File: src/hub75_settings.svh
`ifndef HUB75_SETTINGS_SVH
`define HUB75_SETTINGS_SVH

// panel geometry, the panel has twice this many rows
`define HUB75_COLS 32
`define HUB75_ROWS 16

// bits per colour channel
`define HUB75_DEPTH 4
`define HUB75_SHOW_UNIT 4 // on-cycles for the lowest plane

`endif

File: src/hub75_pkg.sv
`include "hub75_settings.svh"

package hub75_pkg;

  localparam int PLANE_W = $clog2(`HUB75_DEPTH);

  typedef struct packed {
    logic [`HUB75_DEPTH-1:0] r;
    logic [`HUB75_DEPTH-1:0] g;
    logic [`HUB75_DEPTH-1:0] b;
  } pixel_t;

  typedef struct packed {
    pixel_t top;
    pixel_t bot;
  } pix_pair_t;

  typedef struct packed {
    pixel_t             pix;
    logic [PLANE_W-1:0] plane;
    logic               last; // final column of the row
  } plane_pix_t;

  typedef struct packed {
    logic [2:0]         rgb; // r is the msb
    logic [PLANE_W-1:0] plane;
    logic               last;
  } lane_bits_t;

  typedef struct packed {
    logic [PLANE_W-1:0] plane;
  } shift_done_t;

  typedef struct packed {
    logic [2:0] rgb0;
    logic [2:0] rgb1;
    logic       sclk;
    logic [3:0] addr;
    logic       latch;
    logic       oe_n;
  } hub75_pins_t;

  typedef enum logic [1:0] {IDLE, LATCH, SHOW} scan_state_e;
  typedef enum logic {FILL, REPLAY} buf_state_e;

endpackage

File: src/hub75_column_shifter.sv
`timescale 1ns/1ps

module hub75_column_shifter
  import hub75_pkg::*;
(
  input  logic        clk,
  input  logic        rst,
  input  lane_bits_t  lane0,
  input  lane_bits_t  lane1,
  input  logic        lanes_valid,
  output logic        lanes_ready,
  output shift_done_t done,
  output logic        done_valid,
  input  logic        done_ready,
  output logic [2:0]  rgb0,
  output logic [2:0]  rgb1,
  output logic        sclk
);

  logic busy_q;
  logic last_q;
  logic accept;

  // a new column may load on the edge that drops sclk, except after the last one
  assign lanes_ready = !done_valid && (!busy_q || (sclk && !last_q));
  assign accept      = lanes_valid && lanes_ready;

  always_ff @(posedge clk) begin
    if (rst) begin
      busy_q     <= 1'b0;
      sclk       <= 1'b0;
      done_valid <= 1'b0;
    end else begin
      if (done_valid && done_ready) begin
        done_valid <= 1'b0;
      end
      if (accept) begin
        busy_q <= 1'b1;
        sclk   <= 1'b0; // data settles for a cycle with sclk low
      end else if (busy_q && !sclk) begin
        sclk <= 1'b1;
      end else if (busy_q) begin
        sclk   <= 1'b0;
        busy_q <= 1'b0;
        if (last_q) begin
          done_valid <= 1'b1;
        end
      end
    end
  end

  always_ff @(posedge clk) begin
    if (accept) begin
      rgb0   <= lane0.rgb;
      rgb1   <= lane1.rgb;
      last_q <= lane0.last;
      done   <= '{plane: lane0.plane}; // both lanes run in lockstep
    end
  end

endmodule

File: src/hub75_plane_slicer.sv
`timescale 1ns/1ps

module hub75_plane_slicer
  import hub75_pkg::*;
(
  input  logic       clk,
  input  logic       rst,
  input  plane_pix_t in_pix,
  input  logic       in_valid,
  output logic       in_ready,
  output lane_bits_t out_bits,
  output logic       out_valid,
  input  logic       out_ready
);

  logic take;

  assign in_ready = !out_valid || out_ready;
  assign take     = in_valid && in_ready;

  always_ff @(posedge clk) begin
    if (rst) begin
      out_valid <= 1'b0;
    end else if (take) begin
      out_valid <= 1'b1;
    end else if (out_ready) begin
      out_valid <= 1'b0;
    end
  end

  always_ff @(posedge clk) begin
    if (take) begin
      out_bits <= '{rgb:   {in_pix.pix.r[in_pix.plane], in_pix.pix.g[in_pix.plane],
                            in_pix.pix.b[in_pix.plane]},
                    plane: in_pix.plane,
                    last:  in_pix.last};
    end
  end

endmodule

File: src/hub75_row_buffer.sv
`timescale 1ns/1ps
`include "hub75_settings.svh"

module hub75_row_buffer
  import hub75_pkg::*;
(
  input  logic       clk,
  input  logic       rst,
  input  pix_pair_t  in_pix,
  input  logic       in_valid,
  output logic       in_ready,
  output plane_pix_t top_pix,
  output plane_pix_t bot_pix,
  output logic       out_valid,
  input  logic       out_ready
);

  localparam int COL_W = $clog2(`HUB75_COLS);

  pix_pair_t          row_q [`HUB75_COLS];
  buf_state_e         state_q;
  logic [COL_W-1:0]   col_q;
  logic [PLANE_W-1:0] plane_q;
  logic               last_col;

  assign last_col  = (col_q == COL_W'(`HUB75_COLS - 1));
  assign in_ready  = (state_q == FILL);
  assign out_valid = (state_q == REPLAY);

  assign top_pix = '{pix: row_q[col_q].top, plane: plane_q, last: last_col};
  assign bot_pix = '{pix: row_q[col_q].bot, plane: plane_q, last: last_col};

  always_ff @(posedge clk) begin
    if (in_valid && in_ready) begin
      row_q[col_q] <= in_pix;
    end
  end

  // one column counter serves both the fill and every replay pass
  always_ff @(posedge clk) begin
    if (rst) begin
      state_q <= FILL;
      col_q   <= '0;
      plane_q <= '0;
    end else begin
      case (state_q)
        FILL: begin
          if (in_valid) begin
            if (last_col) begin
              col_q   <= '0;
              plane_q <= '0;
              state_q <= REPLAY;
            end else begin
              col_q <= col_q + 1'b1;
            end
          end
        end
        REPLAY: begin
          if (out_ready) begin
            if (last_col) begin
              col_q <= '0;
              if (plane_q == PLANE_W'(`HUB75_DEPTH - 1)) begin
                plane_q <= '0;
                state_q <= FILL; // row fully shown, take the next one
              end else begin
                plane_q <= plane_q + 1'b1;
              end
            end else begin
              col_q <= col_q + 1'b1;
            end
          end
        end
        default: state_q <= FILL;
      endcase
    end
  end

endmodule

File: src/hub75_scan_ctrl.sv
`timescale 1ns/1ps
`include "hub75_settings.svh"

module hub75_scan_ctrl
  import hub75_pkg::*;
(
  input  logic        clk,
  input  logic        rst,
  input  logic        dim,
  input  shift_done_t done,
  input  logic        done_valid,
  output logic        done_ready,
  output logic [3:0]  addr,
  output logic        latch,
  output logic        oe_n
);

  localparam int MAX_SHOW = `HUB75_SHOW_UNIT << (`HUB75_DEPTH - 1);
  localparam int CNT_W    = $clog2(MAX_SHOW + 1);

  scan_state_e        state_q;
  logic [PLANE_W-1:0] plane_q;
  logic [CNT_W-1:0]   cnt_q;
  logic [CNT_W-1:0]   full_len;
  logic [CNT_W-1:0]   show_len;
  logic               last_plane;

  // binary-coded weight, dim halves the on-time
  assign full_len   = CNT_W'(`HUB75_SHOW_UNIT) << plane_q;
  assign show_len   = dim ? (full_len >> 1) : full_len;
  assign last_plane = (plane_q == PLANE_W'(`HUB75_DEPTH - 1));

  assign done_ready = (state_q == IDLE);
  assign latch      = (state_q == LATCH);
  assign oe_n       = (state_q != SHOW); // panel is blanked while latching

  always_ff @(posedge clk) begin
    if (rst) begin
      state_q <= IDLE;
      plane_q <= '0;
      cnt_q   <= '0;
      addr    <= '0;
    end else begin
      case (state_q)
        IDLE: begin
          if (done_valid) begin
            plane_q <= done.plane;
            state_q <= LATCH;
          end
        end
        LATCH: begin
          cnt_q   <= show_len; // dim is taken once per plane here
          state_q <= SHOW;
        end
        SHOW: begin
          if (cnt_q <= CNT_W'(1)) begin
            state_q <= IDLE;
            if (last_plane) begin
              if (addr == 4'(`HUB75_ROWS - 1)) begin
                addr <= '0;
              end else begin
                addr <= addr + 1'b1;
              end
            end
          end else begin
            cnt_q <= cnt_q - 1'b1;
          end
        end
        default: state_q <= IDLE;
      endcase
    end
  end

endmodule

File: src/hub75_top.sv
`timescale 1ns/1ps

module hub75_top
  import hub75_pkg::*;
(
  input  logic        clk,
  input  logic        rst,
  input  logic        dim,
  input  pix_pair_t   in_pix,
  input  logic        in_valid,
  output logic        in_ready,
  output hub75_pins_t pins
);

  plane_pix_t  half_pix [2];
  lane_bits_t  lane     [2];
  logic [1:0]  slc_ready;
  logic [1:0]  lane_valid;
  logic        buf_valid;
  logic        buf_ready;
  logic        lanes_valid;
  logic        lanes_ready;
  shift_done_t done;
  logic        done_valid;
  logic        done_ready;
  logic [2:0]  rgb0;
  logic [2:0]  rgb1;
  logic        sclk;
  logic [3:0]  addr;
  logic        latch;
  logic        oe_n;

  assign buf_ready   = &slc_ready;
  assign lanes_valid = &lane_valid;

  assign pins = '{rgb0: rgb0, rgb1: rgb1, sclk: sclk, addr: addr, latch: latch, oe_n: oe_n};

  hub75_row_buffer u_row_buffer (
    .clk(clk), .rst(rst),
    .in_pix(in_pix), .in_valid(in_valid), .in_ready(in_ready),
    .top_pix(half_pix[0]), .bot_pix(half_pix[1]),
    .out_valid(buf_valid), .out_ready(buf_ready)
  );

  // index 0 is the top half of the panel, 1 the bottom half
  for (genvar h = 0; h < 2; h++) begin : g_half
    hub75_plane_slicer u_slicer (
      .clk(clk), .rst(rst),
      .in_pix(half_pix[h]), .in_valid(buf_valid), .in_ready(slc_ready[h]),
      .out_bits(lane[h]), .out_valid(lane_valid[h]), .out_ready(lanes_ready)
    );
  end

  hub75_column_shifter u_shifter (
    .clk(clk), .rst(rst),
    .lane0(lane[0]), .lane1(lane[1]),
    .lanes_valid(lanes_valid), .lanes_ready(lanes_ready),
    .done(done), .done_valid(done_valid), .done_ready(done_ready),
    .rgb0(rgb0), .rgb1(rgb1), .sclk(sclk)
  );

  hub75_scan_ctrl u_scan_ctrl (
    .clk(clk), .rst(rst), .dim(dim),
    .done(done), .done_valid(done_valid), .done_ready(done_ready),
    .addr(addr), .latch(latch), .oe_n(oe_n)
  );

endmodule

File: config.mk
export PLATFORM = sky130hd
export DESIGN_NAME = hub75_top
export DESIGN_NICKNAME = d
export VERILOG_FILES = /design/src/hub75_pkg.sv /design/src/hub75_column_shifter.sv /design/src/hub75_plane_slicer.sv /design/src/hub75_row_buffer.sv /design/src/hub75_scan_ctrl.sv /design/src/hub75_top.sv
export VERILOG_INCLUDE_DIRS = /design/src
export SDC_FILE = /design/constraint.sdc
export NUM_CORES = 1
export LEC_CHECK = 0
export BUFFER_PORTS_ARGS = -buffer_cell sky130_fd_sc_hd__buf_2
export CORE_MARGIN = 10
export CORE_UTILIZATION = 50
export DETAILED_ROUTE_END_ITERATION = 10
export PLACE_DENSITY = 0.71
export SYNTH_ARGS = -nofsm -noshare
export SYNTH_HDL_FRONTEND = slang
export SYNTH_SLANG_ARGS = --single-unit
File: constraint.sdc
create_clock -name clk -period 3.6 [get_ports clk]
set_clock_uncertainty 0.15 [all_clocks]
set_input_delay 0.36 -clock clk [delete_from_list [all_inputs] [get_ports clk]]
set_output_delay 0.36 -clock clk [all_outputs]
set_load 0.03 [all_outputs]
# Yosys cells after proc, flatten, opt, wreduce, memory -nomap -nowiden
# Memory sizes are Yosys's and may differ from the RTL's. A register that Yosys moved wholly into a read port is not among the register bits.
# Cells that the tools add are included.
[classes]
n_addsub = 4
order_cmp = 2
eq_ne = 15
n_shift = 1
muxes = 51
n_bitwise = 1
n_reduce_logical = 31
[ops]
columns = ["op", "count"]
rows = [
  ["two-way mux 1 bit", 25],
  ["two-way mux 5 bit", 5],
  ["two-way mux 2 bit", 7],
  ["binary-select mux 1 bit (select 2 bit)", 6],
  ["two-way mux 6 bit", 2],
  ["inequality test 2 bit (second input constant)", 6],
  ["one-hot mux 6 bit (2 select lines)", 1],
  ["AND reduction 2 bit", 6],
  ["one-hot mux 5 bit (2 select lines)", 1],
  ["logical AND 1 bit", 8],
  ["nonzero test 2 bit", 4],
  ["== test 2 bit (second input constant)", 3],
  ["less-or-equal comparator 6 x 1 -> 1 bit (second input constant)", 1],
  ["logical NOT 1 bit", 6],
  ["inequality test 2 x 1 -> 1 bit (second input constant)", 3],
  ["one-hot mux 2 bit (3 select lines)", 1],
  ["left shift 3 x 2 -> 6 bit (first input constant)", 1],
  ["subtractor 6 x 1 -> 6 bit (second input constant)", 1],
  ["adder 5 x 1 -> 5 bit (second input constant)", 1],
  ["== test 5 bit (second input constant)", 1],
  ["adder 4 x 1 -> 4 bit (second input constant)", 1],
  ["== test 4 bit (second input constant)", 1],
  ["two-way mux 4 bit", 1],
  ["one-hot mux 2 bit (2 select lines)", 1],
  ["other kinds (10)", 12],
]
[totals]
regBits = 45
mem_bits_rw = 768
in_bits = 28
output_inout_bits = 14
elab_cells = 126
n_memories = 1
[mem_list]
columns = ["name", "words", "width", "read_ports", "rd_clocked_by_memory_dff", "wr", "line_no", "source"]
rows = [
  ["u_row_buffer.row_q", 32, 24, 1, 1, 1, "hub75_row_buffer.sv:20", "pix_pair_t row_q [`HUB75_COLS];"],
]

# Logic depth before layout (Yosys ltp)
[logic_depth]
word_depth = 10
depth_mapped = 8
ltp_nobuf = 7

# Modules after synthesis
# Synthesis repeated with hierarchy kept, for this count alone.
[hier_totals]
cells_unflattened = 1899
area_unflattened_um2 = 32422.3
[by_module_without_submodules]
columns = ["mod", "instances", "cells_each", "area_each_um2", "seq_area_each_um2"]
rows = [
  ["hub75_row_buffer", 1, 1748, 30574.3, 23322.4],
  ["hub75_scan_ctrl", 1, 93, 798.3, 280.3],
  ["hub75_plane_slicer", 2, 14, 300.3, 200.2],
  ["hub75_column_shifter", 1, 25, 414.1, 330.3],
  ["hub75_top", 1, 5, 35.0, 0.0],
]

# Worst setup path after synthesis
# OpenSTA, ideal clock, no wires.
[synth_path]
path_type = "reg2reg"
from = "register (tool-made name)"
to = "register g_half[0].u_slicer.out_bits[3] (netlist bit), data pin"
setup_time_ns = 0.260
arrival_ns = 2.617
required_time_ns = 3.190
slack_ns = 0.573
path_stages_with_launch = 7
path_buffers = 2
period_less_slack_ns = 3.027
path_cell_list = "dfxtp_1 > clkbuf_1 > clkbuf_1 > mux4_2 > mux4_2 > mux4_2 > mux2_2"
[synth_rtl]
columns = ["element", "line_no", "source"]
rows = [
  ["end signal: assignment", "hub75_plane_slicer.sv:33", "out_bits <= '{rgb: {in_pix.pix.r[in_pix.plane], in_pix.pix.g[in_pix.plane],"],
  ["end: declaration", "hub75_plane_slicer.sv:11", "output lane_bits_t out_bits,"],
]

==> metrics.txt <==
synthesized cell area=0.03135 mm^2; vias in the first global route=15,090; status=finished clean; fmax=0.3090 GHz; post-synth top area cell=edfxtp_1; root buffer cell=clkbuf_16; Req. time, crit path=3.83 ns; Slew headroom=23.61%; first-pass GRT wire length=108,900 um; H-Tree Level Count=3; worst slew pin tran=1.136 ns; fin nets=1,485; DR vias/cell=6.395; Fin. Hold Viols=0; setup ws final=0.3634 ns; Total GRT Usage=20.58%; DR WL/cell=31.99 um; Final Critical Period=3.237 ns; die area=0.07312 mm^2; post-CTS setup buffers=0; sequential element share of the synthesized area=77.33%; CTS Hold Bufs=1; met1 Track Usage GR=28.90%; commonest non-fill, non-tap cell in the layout=edfxtp_1; hpwl dp=39,100 um; layout cells sized above 1=33.36%; pwr/cell area=541.1 mW/mm^2; Post-synth top flop=edfxtp_1; yosys warns=0; Synth area leaders=edfxtp_1 (75%), mux4_2 (18%), dfxtp_1 (2.0%); Syn-to-layout area delta=14.38%; Sink Count=818; Clock Path Buffers=3; Setup Viol. Count Final=0; commonest cells after routing, fill and taps aside=edfxtp_1 (786), mux4_2 (252), clkbuf_16 (83); Max Cap Viol=0; Hold Crit Class=input port to register; Die W=270.4 um; Max FO, Critical Path=20; initial antenna violation count=11; post-synthesis async set-or-reset flop share=0%; Final Cycle Share=89.91%; Clock Pin Slew Worst Setup and Hold Paths=0.06 ns; Setup CP Type=register to register; met3 Resource Use GR=4.665%; Die Ht=270.4 um; maximum vdd ir drop=0.0004223 V; CTS tree=done; Num CTS Buffers=81; layer carrying the most global-route usage=met2; Synth Area per Inst=23.48 um^2; DRC violations left=0; grt total ovfl=0; Final Util=57.89%; synthesized net count=1,373; routed via count=14,990; row cnt=91; 1st-pass router iterations=5; Distinct cells, synth=41; Initial Utilization=50.62%; grt met2 use=32.22%; # port buffers=41; TNS Setup=0 ns; unrepaired setup endpoints after global routing=false; core region area=0.06194 mm^2; Pins Over Slew Limit=0; crit path launch type=register; Ports=42; RD Place Congestion=0.7616; CP endpoint kind=register; post_cts resized=0; routed wire length=74,980 um; number of synthesized flops with an enable pin=786; drt initial violations=2,168; count of state elements after synthesis=818; pin count of the biggest net entering global routing=58; top cell type's share of synthesized area=75.28%; Clk Latency, worst-skew pair=0.63 ns; DP Worst Slack=0.3518 ns; Routed Antenna Nets=0; Post-Synthesis Cells=1,335; crit path DAT=3.47 ns; P_leak=10.84 nW
-- path summary, 6_finish.rpt --
| path | to | slack, ns | depth (start not counted) | start |
|---|---|---|---|---|
| worst max register to register | g_half[0].u_slicer.out_bits[4] | 0.36 | 5 | register |
| worst min register to register | u_shifter.done[1] | 0.26 | 0 | g_half[0].u_slicer.out_bits[2] |
| worst min-delay path | u_scan_ctrl.cnt_q[5] | 0.04 | 4 | dim |
| worst max-delay path | g_half[0].u_slicer.out_bits[4] | 0.36 | 5 | register |
-- cells in the mapped netlist (all sizes together), types with 3 or more instances --
cell	instances
ha	10
nor2	55
nand3	5
inv	10
nor2b	4
dfxtp	32
clkbuf	36
edfxtp	786
a31oi	3
a21oi	26
a211oi	3
nor3	7
mux2	6
o21ai	13
mux2i	7
nand2	14
or3	4
nand3b	4
mux4	252
buf	32
-- flip-flops by register name, summed over array words and instances (netlist names), 2 cells and up, named ones only --
signal and flops:
u_scan_ctrl.plane_q 2, u_row_buffer.plane_q 2, g_half.u_slicer.out_valid 2, u_shifter.rgb1 3, u_scan_ctrl.state_q 2, u_scan_ctrl.addr 4
u_row_buffer.col_q 5, u_shifter.rgb0 3, u_scan_ctrl.cnt_q 6, u_row_buffer.row_q 768, u_shifter.done 2, g_half.u_slicer.out_bits 9
-- metrics by stage --
| step | std cells | cell area [um^2] | power (W) | hold WS, ns |
|---|---|---|---|---|
| after floorplan | 1335 | 31350 | 0.01116 | 0.2503 |
| final | 2344 | 35860 | 0.01940 | 0.03735 |
| after global routing | 2342 | 35850 | 0.01992 | 0.06897 |
| after CTS | 2342 | 35850 | 0.01951 | 0.008018 |
| after global placement | 2200 | 33310 | 0.01145 | 0.2518 |
| after detailed placement | 2200 | 33320 | 0.01148 | 0.2598 |
-- cell families after synthesis --
| kind of cell | share of synthesized area (%) |
|---|---|
| flops | 77.33 |
| mux | 18.54 |
| simple gates | 1.548 |
| buf+inv | 1.058 |
| compound gates | 1.042 |
| fa+ha+maj | 0.3991 |
| xor+xnor | 0.08382 |
-- critical path: stages (launching register included) --
cell	delay, ns
dfxtp_4	0.47
buf_4	0.42
mux4_2	0.58
mux4_2	0.54
mux4_2	0.54
mux2_2	0.29
-- per-layer routing --
| layer | wire [um] | vias up |
|---|---|---|
| li1 | - | 5932 |
| met1 | 29600 | 8038 |
| met2 | 36170 | 879 |
| met3 | 7312 | 134 |
| met4 | 1838 | 8 |
| met5 | 55 | - |
-- where the power goes --
group	internal [W]	switching [W]
registers	0.0105	0.0000272
logic	0.000359	0.000417
clock network	0.00465	0.00348
total	0.0155	0.00392
-- layout make-up --
type	instances	area [um^2]
clock inverter	43	392.9
timing repair buffer	97	965.9
clock buffer	98	2133
antenna	2	5.005
sequential	818	24260
multi-input combinational	439	7020
tap	837	1047
fill	4321	26080
inverter	10	37.54
Note: power is estimated with default switching activity, not from simulation.
